**config.mk**
```make
export PLATFORM = sky130hd
export DESIGN_NAME = network_top
export DESIGN_NICKNAME = d
export VERILOG_FILES = /design/src/common/net_pkg.sv /design/src/network_top.sv /design/src/tx/tx_dest_select.sv /design/src/tx/tx_arbiter.sv /design/src/addr/addr_manager.sv /design/src/net_regs.sv
export SDC_FILE = /design/constraint.sdc
export NUM_CORES = 1
export LEC_CHECK = 0
export BUFFER_PORTS_ARGS = -buffer_cell sky130_fd_sc_hd__buf_2
export CORE_AREA = 4 4 242 244
export DETAILED_ROUTE_END_ITERATION = 12
export DIE_AREA = 0 0 246 248
export PLACE_DENSITY = 0.52
export SETUP_SLACK_MARGIN = 0.5
export SLEW_MARGIN = 20
export SYNTH_ARGS = -nofsm -noshare
export SYNTH_HDL_FRONTEND = slang
export SYNTH_SLANG_ARGS = --single-unit
```
**constraint.sdc**
```tcl
create_clock -name tx_clock -period 3.4 [get_ports tx_clock]
set_input_delay 0.68 -clock tx_clock [delete_from_list [all_inputs] [get_ports tx_clock]]
set_output_delay 0.68 -clock tx_clock [all_outputs]
set_load 0.03 [all_outputs]
```
**src/common/net_pkg.sv**
```systemverilog
// --------------------------------------------------------------------------
// Shared widths, types, encodings and constants for the network control
// core. Every RTL block pulls this in with a wildcard import.
// --------------------------------------------------------------------------
package net_pkg;

  // widths with a meaning
  typedef logic [47:0] mac_addr_t;
  typedef logic [31:0] ip_addr_t;
  typedef logic [15:0] udp_port_t;
  typedef logic [31:0] lease_t;      // seconds, as the server sends it
  typedef logic [17:0] renew_cnt_t;  // seconds left until renewal
  typedef logic [7:0]  apb_addr_t;
  typedef logic [31:0] apb_data_t;

  // transmit protocol, lower value wins arbitration
  typedef enum logic [1:0] {
    PT_ARP  = 2'd0,
    PT_ICMP = 2'd1,
    PT_DHCP = 2'd2,
    PT_UDP  = 2'd3
  } tx_proto_e;

  // address manager states, ordering matters for the link-loss check
  typedef enum logic [3:0] {
    ST_IDLE       = 4'd0,
    ST_LINK_WAIT  = 4'd1,
    ST_SETTLE     = 4'd2,
    ST_DHCP_REQ   = 4'd3,
    ST_DHCP_WAIT  = 4'd4,
    ST_DHCP_RETRY = 4'd5,
    ST_RUNNING    = 4'd6,
    ST_RENEW_WAIT = 4'd7,
    ST_RENEW_REQ  = 4'd8,
    ST_RENEW_ACK  = 4'd9
  } addr_state_e;

  // ------------------------------------------------------------------------
  // timing
  // ------------------------------------------------------------------------
  localparam int unsigned SECOND_TICKS_DEFAULT = 2_500_000;  // one second of tx_clock
  localparam int unsigned DHCP_TIMEOUT_S       = 15;
  localparam int unsigned DEFAULT_RENEW_S      = 43_200;     // lease of 0 means 12 h
  localparam int unsigned RENEW_ACK_WAIT_S     = 20;
  localparam int unsigned RENEW_RETRY_S        = 300;

  // ports and address constants
  localparam udp_port_t    DHCP_CLIENT_PORT = 16'd68;
  localparam udp_port_t    RADIO_LOCAL_PORT = 16'd1024;
  localparam logic [15:0]  APIPA_PREFIX     = {8'd169, 8'd254};

  // ------------------------------------------------------------------------
  // register map
  // ------------------------------------------------------------------------
  localparam apb_addr_t REG_CONFIG    = 8'h00;  // [0] use_static, [1] dhcp_first
  localparam apb_addr_t REG_STATIC_IP = 8'h04;
  localparam apb_addr_t REG_MAC_LO    = 8'h08;
  localparam apb_addr_t REG_MAC_HI    = 8'h0C;
  localparam apb_addr_t REG_STATUS    = 8'h10;  // read only
  localparam apb_addr_t REG_LOCAL_IP  = 8'h14;  // read only

endpackage
```
**src/network_top.sv**
```systemverilog
// --------------------------------------------------------------------------
// Network control core top. Connects the APB registers, the address
// manager, the transmit arbiter and the destination select.
// --------------------------------------------------------------------------
`timescale 1ns/1ps

module network_top
  import net_pkg::*;
#(
  parameter int unsigned second_ticks = SECOND_TICKS_DEFAULT
) (
  input  logic        tx_clock,
  input  logic        rst_n,
  // apb
  input  logic        psel,
  input  logic        penable,
  input  logic        pwrite,
  input  apb_addr_t   paddr,
  input  apb_data_t   pwdata,
  output apb_data_t   prdata,
  output logic        pready,
  output logic        pslverr,
  // link and dhcp results
  input  logic        link_up,
  input  logic [1:0]  link_speed,
  input  logic        dhcp_success,
  input  ip_addr_t    dhcp_ip,
  input  lease_t      dhcp_lease,
  // address status
  output addr_state_e addr_state,
  output ip_addr_t    local_ip,
  output logic        dhcp_tx_enable,
  output logic        dhcp_rx_enable,
  output logic [3:0]  dhcp_seconds,
  output logic        dhcp_pending,
  output logic        fixed_pending,
  output logic        speed_1gb,
  // transmit requests and grant
  input  logic        arp_tx_request,
  input  logic        icmp_tx_request,
  input  logic        dhcp_tx_request,
  input  logic        udp_tx_request,
  input  logic        link_busy,
  output tx_proto_e   tx_protocol,
  output logic        tx_start,
  output logic        arp_tx_enable,
  output logic        icmp_tx_enable,
  output logic        udp_tx_enable,
  // destinations
  input  logic        run,
  input  mac_addr_t   arp_mac,
  input  mac_addr_t   icmp_mac,
  input  mac_addr_t   dhcp_mac,
  input  mac_addr_t   udp_mac,
  input  ip_addr_t    icmp_ip,
  input  ip_addr_t    dhcp_ip_dest,
  input  ip_addr_t    udp_ip,
  input  udp_port_t   dhcp_port,
  input  udp_port_t   udp_port,
  output mac_addr_t   dest_mac,
  output ip_addr_t    dest_ip,
  output udp_port_t   dest_port,
  output udp_port_t   local_port
);

  // configuration from registers to the address manager
  ip_addr_t  static_ip;
  mac_addr_t local_mac;
  logic      use_static;
  logic      dhcp_first;

  net_regs u_regs (
    .tx_clock, .rst_n,
    .psel, .penable, .pwrite, .paddr, .pwdata, .prdata, .pready, .pslverr,
    .addr_state, .dhcp_pending, .fixed_pending, .speed_1gb, .local_ip,
    .static_ip, .local_mac, .use_static, .dhcp_first
  );

  addr_manager #(.second_ticks(second_ticks)) u_addr (
    .tx_clock, .rst_n, .link_up, .link_speed,
    .static_ip, .local_mac, .use_static, .dhcp_first,
    .dhcp_success, .dhcp_ip, .dhcp_lease,
    .addr_state, .local_ip, .dhcp_tx_enable, .dhcp_rx_enable,
    .dhcp_seconds, .dhcp_pending, .fixed_pending, .speed_1gb
  );

  tx_arbiter u_arb (
    .tx_clock, .rst_n,
    .arp_tx_request, .icmp_tx_request, .dhcp_tx_request, .udp_tx_request,
    .link_busy, .tx_protocol, .tx_start,
    .arp_tx_enable, .icmp_tx_enable, .udp_tx_enable
  );

  tx_dest_select u_dest (
    .tx_clock, .rst_n, .run, .tx_protocol,
    .arp_mac, .icmp_mac, .dhcp_mac, .udp_mac,
    .icmp_ip, .dhcp_ip_dest, .udp_ip, .dhcp_port, .udp_port,
    .dest_mac, .dest_ip, .dest_port, .local_port
  );

endmodule

```
**src/tx/tx_dest_select.sv**
```systemverilog
// --------------------------------------------------------------------------
// Picks destination MAC, IP and port plus the local port for the granted
// protocol. The UDP destination is captured while the radio is stopped
// and frozen once run goes high.
// --------------------------------------------------------------------------
`timescale 1ns/1ps

module tx_dest_select
  import net_pkg::*;
(
  input  logic      tx_clock,
  input  logic      rst_n,
  input  logic      run,
  input  tx_proto_e tx_protocol,
  input  mac_addr_t arp_mac,
  input  mac_addr_t icmp_mac,
  input  mac_addr_t dhcp_mac,
  input  mac_addr_t udp_mac,
  input  ip_addr_t  icmp_ip,
  input  ip_addr_t  dhcp_ip_dest,
  input  ip_addr_t  udp_ip,
  input  udp_port_t dhcp_port,
  input  udp_port_t udp_port,
  output mac_addr_t dest_mac,
  output ip_addr_t  dest_ip,
  output udp_port_t dest_port,
  output udp_port_t local_port
);

  mac_addr_t run_mac;   // held udp destination
  ip_addr_t  run_ip;
  udp_port_t run_port;

  always_ff @(posedge tx_clock) begin
    if (!rst_n) begin
      run_mac  <= '0;
      run_ip   <= '0;
      run_port <= '0;
    end else if (!run) begin         // track until the radio starts
      run_mac  <= udp_mac;
      run_ip   <= udp_ip;
      run_port <= udp_port;
    end
  end

  always_comb begin
    // default is the held udp target, radio port
    dest_mac   = run_mac;
    dest_ip    = run_ip;
    dest_port  = run_port;
    local_port = RADIO_LOCAL_PORT;
    case (tx_protocol)
      PT_ARP:  dest_mac = arp_mac;
      PT_ICMP: begin
        dest_mac = icmp_mac;
        dest_ip  = icmp_ip;
      end
      PT_DHCP: begin
        dest_mac   = dhcp_mac;
        dest_ip    = dhcp_ip_dest;
        dest_port  = dhcp_port;
        local_port = DHCP_CLIENT_PORT;
      end
      default: ;                     // udp
    endcase
  end

endmodule

```
**src/tx/tx_arbiter.sv**
```systemverilog
// --------------------------------------------------------------------------
// Fixed-priority transmit arbiter, ARP over ICMP over DHCP over UDP.
// Latches the winner, raises tx_start a cycle later and holds it until
// the link reports busy. Per-engine enables decode from the grant.
// --------------------------------------------------------------------------
`timescale 1ns/1ps

module tx_arbiter
  import net_pkg::*;
(
  input  logic      tx_clock,
  input  logic      rst_n,
  input  logic      arp_tx_request,
  input  logic      icmp_tx_request,
  input  logic      dhcp_tx_request,
  input  logic      udp_tx_request,
  input  logic      link_busy,
  output tx_proto_e tx_protocol,
  output logic      tx_start,
  output logic      arp_tx_enable,
  output logic      icmp_tx_enable,
  output logic      udp_tx_enable
);

  logic tx_ready;   // grant taken, start follows

  always_ff @(posedge tx_clock) begin
    if (!rst_n) begin
      tx_ready    <= 1'b0;
      tx_start    <= 1'b0;
      tx_protocol <= PT_ARP;
    end else if (link_busy) begin
      tx_ready <= 1'b0;              // frame accepted, release
      tx_start <= 1'b0;
    end else if (tx_ready) begin
      tx_start <= 1'b1;              // held until link_busy
    end else if (arp_tx_request || icmp_tx_request ||
                 dhcp_tx_request || udp_tx_request) begin
      tx_ready <= 1'b1;
      if (arp_tx_request)       tx_protocol <= PT_ARP;
      else if (icmp_tx_request) tx_protocol <= PT_ICMP;
      else if (dhcp_tx_request) tx_protocol <= PT_DHCP;
      else                      tx_protocol <= PT_UDP;
    end
  end

  // dhcp and udp share the udp engine
  assign arp_tx_enable  = tx_start && (tx_protocol == PT_ARP);
  assign icmp_tx_enable = tx_start && (tx_protocol == PT_ICMP);
  assign udp_tx_enable  = tx_start && (tx_protocol == PT_DHCP || tx_protocol == PT_UDP);

  // grant is latched a cycle before start and frozen while it is up
  a_proto_stable: assert property (@(posedge tx_clock) disable iff (!rst_n)
    tx_start |-> $stable(tx_protocol));

endmodule

```
**src/addr/addr_manager.sv**
```systemverilog
// --------------------------------------------------------------------------
// Address acquisition FSM. Waits for link, settles one second, then takes
// the static address or runs DHCP with retries and a 15 s fallback to the
// static or link-local address. Holds a lease and renews at half time.
// --------------------------------------------------------------------------
`timescale 1ns/1ps

module addr_manager
  import net_pkg::*;
#(
  parameter int unsigned second_ticks = SECOND_TICKS_DEFAULT  // at least 40
) (
  input  logic        tx_clock,
  input  logic        rst_n,
  input  logic        link_up,
  input  logic [1:0]  link_speed,
  input  ip_addr_t    static_ip,
  input  mac_addr_t   local_mac,
  input  logic        use_static,
  input  logic        dhcp_first,
  input  logic        dhcp_success,
  input  ip_addr_t    dhcp_ip,
  input  lease_t      dhcp_lease,
  output addr_state_e addr_state,
  output ip_addr_t    local_ip,
  output logic        dhcp_tx_enable,
  output logic        dhcp_rx_enable,
  output logic [3:0]  dhcp_seconds,
  output logic        dhcp_pending,
  output logic        fixed_pending,
  output logic        speed_1gb
);

  localparam int unsigned TW          = $clog2(second_ticks);
  localparam int unsigned RETRY_TICKS = second_ticks / 20;    // 50 ms

  addr_state_e   state;
  logic [TW-1:0] sec_timer;
  logic          sec_tick;     // end of a second
  renew_cnt_t    renew_cnt;    // seconds, or ticks while in retry
  renew_cnt_t    lease_renew;
  ip_addr_t      fixed_ip;     // address to use if DHCP gives up

  assign addr_state     = state;
  assign sec_tick       = (sec_timer == '0);
  assign dhcp_tx_enable = (state == ST_DHCP_REQ) || (state == ST_RENEW_REQ);
  assign lease_renew    = (dhcp_lease == '0) ? renew_cnt_t'(DEFAULT_RENEW_S)
                                             : renew_cnt_t'(dhcp_lease >> 1);

  // ------------------------------------------------------------------------
  // one second timer, aligned to link up
  // ------------------------------------------------------------------------
  always_ff @(posedge tx_clock) begin
    if (!rst_n)
      sec_timer <= '0;
    else if (state <= ST_LINK_WAIT || sec_tick)
      sec_timer <= TW'(second_ticks - 1);
    else
      sec_timer <= sec_timer - 1'b1;
  end

  // fallback choice, taken with the rest of the config when settle ends
  always_ff @(posedge tx_clock) begin
    if (state == ST_SETTLE && sec_tick)
      fixed_ip <= use_static ? static_ip : {APIPA_PREFIX, local_mac[15:0]};
  end

  // ------------------------------------------------------------------------
  // state machine
  // ------------------------------------------------------------------------
  always_ff @(posedge tx_clock) begin
    if (!rst_n) begin
      state          <= ST_IDLE;
      local_ip       <= '0;
      dhcp_rx_enable <= 1'b0;
      dhcp_seconds   <= '0;
      dhcp_pending   <= 1'b1;
      fixed_pending  <= 1'b1;
      speed_1gb      <= 1'b0;
      renew_cnt      <= '0;
    end else if (state > ST_LINK_WAIT && !link_up) begin
      state          <= ST_LINK_WAIT;    // link lost, start over
      dhcp_pending   <= 1'b1;
      fixed_pending  <= 1'b1;
      dhcp_rx_enable <= 1'b0;
    end else begin
      case (state)
        ST_IDLE:      state <= ST_LINK_WAIT;
        ST_LINK_WAIT: if (link_up) begin
          speed_1gb <= link_speed[1];
          state     <= ST_SETTLE;
        end
        ST_SETTLE: if (sec_tick) begin
          if (use_static && !dhcp_first) begin
            local_ip <= static_ip;
            state    <= ST_RUNNING;
          end else begin
            local_ip     <= '0;           // 0.0.0.0 while asking
            dhcp_seconds <= '0;
            state        <= ST_DHCP_REQ;
          end
        end
        ST_DHCP_REQ: begin               // tx pulse comes from the state
          dhcp_rx_enable <= 1'b1;
          state          <= ST_DHCP_WAIT;
        end
        ST_DHCP_WAIT:
          if (dhcp_success) begin
            local_ip     <= dhcp_ip;
            dhcp_pending <= 1'b0;
            dhcp_seconds <= '0;
            renew_cnt    <= lease_renew;
            state        <= ST_RENEW_WAIT;
          end else if (sec_tick) begin
            dhcp_seconds <= dhcp_seconds + 1'b1;
            renew_cnt    <= renew_cnt_t'(RETRY_TICKS - 1);
            if (dhcp_seconds inside {4'd0, 4'd2, 4'd6})   // ends of 1, 3, 7 s
              state <= ST_DHCP_RETRY;
            else if (dhcp_seconds == 4'(DHCP_TIMEOUT_S - 1)) begin
              local_ip <= fixed_ip;       // give up on DHCP
              state    <= ST_RUNNING;
            end
          end
        ST_DHCP_RETRY: begin
          dhcp_rx_enable <= 1'b0;
          if (renew_cnt == '0) state <= ST_DHCP_REQ;
          else                 renew_cnt <= renew_cnt - 1'b1;
        end
        ST_RUNNING: begin
          dhcp_rx_enable <= 1'b0;
          fixed_pending  <= 1'b0;
        end
        ST_RENEW_WAIT: begin             // lease held, count to renewal
          dhcp_rx_enable <= 1'b0;
          if (renew_cnt == '0) state <= ST_RENEW_REQ;
          else if (sec_tick)   renew_cnt <= renew_cnt - 1'b1;
        end
        ST_RENEW_REQ: begin
          dhcp_rx_enable <= 1'b1;
          renew_cnt      <= renew_cnt_t'(RENEW_ACK_WAIT_S);
          state          <= ST_RENEW_ACK;
        end
        ST_RENEW_ACK:
          if (dhcp_success) begin
            local_ip  <= dhcp_ip;
            renew_cnt <= lease_renew;
            state     <= ST_RENEW_WAIT;
          end else if (sec_tick) begin
            if (renew_cnt == '0) begin   // no ack, back off
              renew_cnt <= renew_cnt_t'(RENEW_RETRY_S);
              state     <= ST_RENEW_WAIT;
            end else
              renew_cnt <= renew_cnt - 1'b1;
          end
        default: state <= ST_IDLE;
      endcase
    end
  end

  a_tx_pulse: assert property (@(posedge tx_clock) disable iff (!rst_n)
    dhcp_tx_enable |=> !dhcp_tx_enable);
  a_state_legal: assert property (@(posedge tx_clock) disable iff (!rst_n)
    !$isunknown(state) && state <= ST_RENEW_ACK);

endmodule

```
**src/net_regs.sv**
```systemverilog
// --------------------------------------------------------------------------
// APB slave holding the static address, MAC and address-mode bits, plus
// a read-only view of the address manager status. No wait states.
// --------------------------------------------------------------------------
`timescale 1ns/1ps

module net_regs
  import net_pkg::*;
(
  input  logic        tx_clock,
  input  logic        rst_n,
  // apb
  input  logic        psel,
  input  logic        penable,
  input  logic        pwrite,
  input  apb_addr_t   paddr,
  input  apb_data_t   pwdata,
  output apb_data_t   prdata,
  output logic        pready,
  output logic        pslverr,
  // status in
  input  addr_state_e addr_state,
  input  logic        dhcp_pending,
  input  logic        fixed_pending,
  input  logic        speed_1gb,
  input  ip_addr_t    local_ip,
  // configuration out
  output ip_addr_t    static_ip,
  output mac_addr_t   local_mac,
  output logic        use_static,
  output logic        dhcp_first
);

  logic access;     // second phase of a transfer
  logic mapped;
  logic read_only;
  logic wr_en;

  assign access  = psel && penable;
  assign pready  = 1'b1;           // never stalls
  assign pslverr = access && (!mapped || (pwrite && read_only));
  assign wr_en   = access && pwrite && mapped && !read_only;

  // address decode and readback mux
  always_comb begin
    mapped    = 1'b1;
    read_only = 1'b0;
    prdata    = '0;
    case (paddr)
      REG_CONFIG:    prdata = {30'd0, dhcp_first, use_static};
      REG_STATIC_IP: prdata = static_ip;
      REG_MAC_LO:    prdata = local_mac[31:0];
      REG_MAC_HI:    prdata = {16'd0, local_mac[47:32]};
      REG_STATUS: begin
        read_only = 1'b1;
        prdata    = {25'd0, speed_1gb, fixed_pending, dhcp_pending, addr_state};
      end
      REG_LOCAL_IP: begin
        read_only = 1'b1;
        prdata    = local_ip;
      end
      default:       mapped = 1'b0;   // unmapped, flagged by pslverr
    endcase
  end

  always_ff @(posedge tx_clock) begin
    if (!rst_n) begin
      use_static <= 1'b0;
      dhcp_first <= 1'b0;
      static_ip  <= '0;
      local_mac  <= '0;
    end else if (wr_en) begin
      case (paddr)
        REG_CONFIG: begin
          use_static <= pwdata[0];
          dhcp_first <= pwdata[1];
        end
        REG_STATIC_IP: static_ip         <= pwdata;
        REG_MAC_LO:    local_mac[31:0]   <= pwdata;
        REG_MAC_HI:    local_mac[47:32]  <= pwdata[15:0];  // upper half only
        default:       ;
      endcase
    end
  end

  // access phase always follows a select
  a_penable_psel: assert property (@(posedge tx_clock) disable iff (!rst_n)
    penable |-> psel);

endmodule

```
; ---- Word-level counts from Yosys, hierarchy flattened
; Cells that the tools add are included.
[totals]
regBits = 298
in_bits = 439
out_inout_bits = 197
[op_classes]
n_eq_ne = 44
bitwise = 5
mux = 52
order_cmp = 2
n_reduce_logical = 54
addsub = 3
[op_table]
columns = operator, n
row1 = $mux W32, 7
row2 = $pmux W32 S6, 1
row3 = $mux W18, 9
row4 = $pmux W48 S3, 1
row5 = $pmux W32 S3, 1
row6 = $pmux W18 S5, 1
row7 = $pmux W32 S2, 1
row8 = $mux W4, 15
row9 = $pmux W4 S10, 1
row10 = $logic_not A32 Y1, 1
row11 = $mux W16, 2
row12 = $logic_not A22 Y1, 1
row13 = $mux W22, 1
row14 = $sub A22 B1 Y22 const B, 1
row15 = $eq A4 B3 Y1 const B, 5
row16 = $logic_not A18 Y1, 1
row17 = $ne A3 B2 Y1 const B, 6
row18 = $reduce_and A9 Y1, 2
row19 = $sub A18 B1 Y18 const B, 1
row20 = $eq A8 B4 Y1 const B, 2
row21 = $eq A8 B5 Y1 const B, 2
row22 = $ne A4 B2 Y1 const B, 4
row23 = $reduce_and A7 Y1, 2
row24 = $eq A4 B2 Y1 const B, 3
row25 = 35 further kinds, 89

; ---- Logic depth before layout (Yosys ltp)
[logic_depth]
word_depth = 7
ltp_mapped = 10
ltp_nobuf = 8

; ---- Hierarchy
; A second synthesis with hierarchy kept.
[hier_totals]
cells_unflattened = 1771
area_unflattened_um2 = 15976.6
[modules_own_cells]
columns = module, area_per_inst_um2, seq_area_each_um2, cells_per_inst, instances
row1 = addr_manager, 6132.1, 2642.5, 653, 1
row2 = tx_dest_select, 5924.4, 1921.8, 625, 1
row3 = net_regs, 3734.8, 1641.6, 471, 1
row4 = tx_arbiter, 185.2, 80.1, 22, 1

; ---- Least setup slack after synthesis
; No wires, ideal clock.
[synth_path]
path_kind = input port to output port
from = input paddr[1]
to = output prdata[11]
t_arrival_ps = 2718
cell_stages = 7
n_path_buf = 2
path_slack_ps = 2
cell_sequence = or4_1 -> or3_1 -> buf_2 -> nor2b_1 -> clkbuf_1 -> a22oi_1 -> o21ai_0
[synth_between]
elab_chain_cells = 2
elab_cells_between_ends = 7
cone_classes = eq/ne (5) / mux (1) / reduce/logical (1)
[synth_rtl]
columns = item, line
row1 = start: declaration, network_top.sv:18  ; input apb_addr_t paddr,
row2 = "$eq A8 B5 Y1, or another cell as far along", net_regs.sv:49  ; case (paddr)
row3 = $pmux W32 S6 (*), net_regs.sv:49
row4 = end: declaration, network_top.sv:20  ; output apb_data_t prdata,
; Mark *: on every way between the ends. The rest lies on a longest branch, timed or not.

; ---- Worst setup path in the final report
[layout_path]
from = input paddr[1]
to = output prdata[2]
; The elaborated chain is that of the path after synthesis.

==> flow_summary.yaml <==
sta:
  worst_pin_slew_ns: 0.980
  setup_ws_ns: 0.215
  drv_slew: 0
  final-hold-violation-count: 0
  setup_viol: 0
  timing.setup.tns_ns: 0
  relSlewSlack: 0.340
  finClkSkew_ns: 0.0259
  min_period_ns: 3.19
  rsz0062_at_grt: "true"
  timing.fmax_ghz: 0.314
  fin_crit_sh: 0.937
grt:
  track_usage: 0.220
  overflow: 0
  grt_pass1_wl_mm: 102
  grt_antenna_before_repair: 51
  grt_pass1_vias: 15923
  grt_start_max_net_pins: 108
setup_path:
  worstRegToRegCells: 5
  crit_type: "input pin to output pin"
  worst-endpoint-arrival_ns: 2.51
  crit_path_frequent_cell: "buf_6"
  cp_cell_sequence: "buf_6 > or4_4 > or3_4 > nor2_4 > a22oi_1 > o22ai_2 > buf_6"
  critPathLaunchType: "input pin"
  crit_path_max_incr_delay_ns: 0.53
  path_max_fanout: 7
  cpMaxStageDelayCell: "or4_4"
  cp_data_required_time_ns: 2.72
  worstSetupEndpointType: "output pin"
yosys:
  ys_ff_latch: 298
  yosysSeqAreaShare: 0.409
  synthCells: 1800
  synth_flop_cell: "dfxtp_1"
  syn-cell-area_sq_um: 15400
  synth_edf_count: 32
  synthTopCellsByArea: "dfxtp_1 (35%), mux2i_1 (11%), a222oi_1 (6.3%), edfxtp_1 (6.3%), nor2_1 (5.6%)"
  avgSynthCellArea_sq_um: 8.54
  synth_cell_types: 76
  synth_top_area_cell: "dfxtp_1"
  async_flop_share: 0
  yosys_warnings: 0
  synth_top_area_share: 0.347
route:
  num_vias: 16683
  routed_wirelength_mm: 73.7
  dr.pass1.iters: 10
  drt_iter0_markers: 1673
  drc_errors: 0
  ant_nets: 0
  viasPerCell: 5.19
  wl_per_cell_um: 22.9
finish:
  fin_area_sq_um: 21800
  layout-drive-gt1-share: 0.376
  n_fill_cell: 5813
  area_delta_synth_final_pct: 42.2
  nets: 2857
clock_tree:
  clock-sinks: 298
  cts.clk_slew.worst_paths_ns: 0.06
  ctsHoldBuffers: 0
  clk_path_buf_depth: 3
  clock-root-buffer: "clkbuf_16"
  cts_buffers: 38
  htree_levels: 2
  cts_tree: "built"
  clk_latency_ns: 0.56
floorplanning:
  io_pins: 636
  die_y_um: 248
  dieArea_sq_um: 61000
  start_util: 0.273
  dieWidth_um: 246
  core_sq_um: 56300
  num_rows: 87
power_and_ir_drop:
  peakVddDrop_mv: 0.411
  power_leakage_nw: 9.22
  p_per_area_nw_per_um2: 487
placed_design:
  dp_hpwl_mm: 53.3
  place.gp.congestion: 0.866
  io_buffers: 620
  pre_cts_ws_ns: 0.159
  placed_cell_area_sq_um: 19600
flow_run:
  cap_violations: 0
min_path:
  hp-class: "input pin to register"
  hold_path_depth: 3
status:
  outcome: "finished, final reports clean"
==> area by class of cell <==
type                       instances  area [sq um]  share of cell area
timing repair buffer             717          4500               0.206
multi-input combinational       1269          8480               0.388
antenna                           21          52.6             0.00241
tap                              756           946              0.0433
inverter                          83           323              0.0148
sequential                       298          6300               0.288
clock buffer                      53          1090              0.0498
clock inverter                    17           161             0.00739
==> worst max-delay path: cells and delay by family <==
| kind | cells | cell delay (ns) |
|---|---|---|
| AO/OA/AOI/OAI | 2 | 0.38 |
| buffers and inverters | 2 | 0.26 |
| AND/OR/NAND/NOR | 3 | 1.17 |
==> path summary, 6_finish.rpt <==
path	end	from	slack, ns
worst max-delay path	prdata[2]	paddr[1]	0.21
worst min-delay path	u_dest.run_mac[9]	udp_mac[9]	0.36
worst max register to register	u_addr.renew_cnt[9]	u_addr.renew_cnt[12]	0.69
worst min register to register	u_regs.local_mac[38]	u_regs.local_mac[38]	0.45
==> synth_stat cells (all sizes together) (9+ instances only) <==
| cell | number |
|---|---|
| clkbuf | 116 |
| nand2 | 211 |
| and2 | 9 |
| dfxtp | 266 |
| mux2 | 32 |
| nor3 | 23 |
| buf | 46 |
| o22ai | 10 |
| o21ai | 42 |
| a21oi | 164 |
| inv | 82 |
| a211oi | 36 |
| mux2i | 165 |
| nand2b | 19 |
| edfxtp | 32 |
| xor2 | 13 |
| nor2 | 230 |
| nand3 | 16 |
| nor4 | 20 |
| xnor2 | 13 |
| a222oi | 96 |
| ha | 11 |
| a22oi | 48 |
==> metrics by stage <==
step	instances	util	power, mW	hold slack, ns
2_1_floorplan	1812	-	5.61	0.432
3_3_place_gp	3088	0.349	6.53	0.438
3_5_place_dp	3088	0.349	6.55	0.448
4_1_cts	3179	0.380	10.7	0.324
5_1_grt	3202	0.388	11.1	0.346
6_report	3214	0.388	10.7	0.361
==> logic make-up after synthesis <==
| logic type | after synthesis | synth area share |
|---|---|---|
| fa+ha+maj | 11 | 0.00896 |
| other cells | 2 | 0.000489 |
| flops | 298 | 0.409 |
| mux | 197 | 0.131 |
| compound gates | 445 | 0.203 |
| simple gates | 576 | 0.167 |
| xor+xnor | 26 | 0.0148 |
| buf+inv | 245 | 0.0657 |
==> flip-flops by register name, indices dropped and copies added, names as in the netlist, 2 cells and up <==
register,flops
u_dest.run_port,16
u_addr.fixed_ip,32
u_addr.local_ip,32
u_dest.run_ip,32
u_regs.local_mac,48
u_addr.dhcp_seconds,4
u_dest.run_mac,48
u_addr.renew_cnt,18
u_regs.static_ip,32
u_arb.tx_protocol,2
u_addr.sec_timer,22
u_addr.addr_state,4
==> what timing repair did <==
item,4_1_cts,5_1_grt
cloned,5,7
pin swaps,19,36
resized for setup,57,85
setup endpoints to repair,133,105
setup buffers,16,7
==> per-layer routing <==
layer,wire length [um],vias up,share of wire,global-route usage
met5,158,-,0.0021,0
met4,1720,22,0.023,0.0672
met3,7280,150,0.099,0.0727
met2,36800,815,0.50,0.384
met1,27800,7937,0.38,0.256
li1,-,7759,-,-
==> layout by cell type, fill, tap and decap left out, types with 7 or more instances in the layout <==
cell / n
o21ai_0: 32
nand2b_1: 19
nand3_1: 16
nor2_1: 225
a211oi_1: 36
edfxtp_1: 32
buf_12: 16
diode_2: 21
clkinv_2: 8
buf_4: 106
inv_2: 17
o21ai_2: 7
inv_1: 63
and2_1: 9
mux2_2: 32
clkbuf_1: 8
nor4_1: 15
nand2_1: 210
xnor2_1: 13
xor2_1: 13
buf_2: 561
a222oi_1: 96
buf_6: 17
o211ai_1: 7
a21oi_1: 144
conb_1: 14
mux2i_1: 165
dfxtp_1: 261
a22oi_1: 40
ha_1: 7
a21oi_2: 19
nor3_1: 20
a22oi_2: 8
clkbuf_16: 46
==> where the power goes <==
| group | switching (mW) | total (mW) | leakage [nW] | internal [mW] |
|---|---|---|---|---|
| registers | 0.234 | 3.99 | 2.45 | 3.76 |
| logic | 1.65 | 2.64 | 6.16 | 0.985 |
| clock network | 1.62 | 4.02 | 0.608 | 2.40 |
| total | 3.51 | 10.7 | 9.22 | 7.14 |
Power figures use the tool's default switching activity.
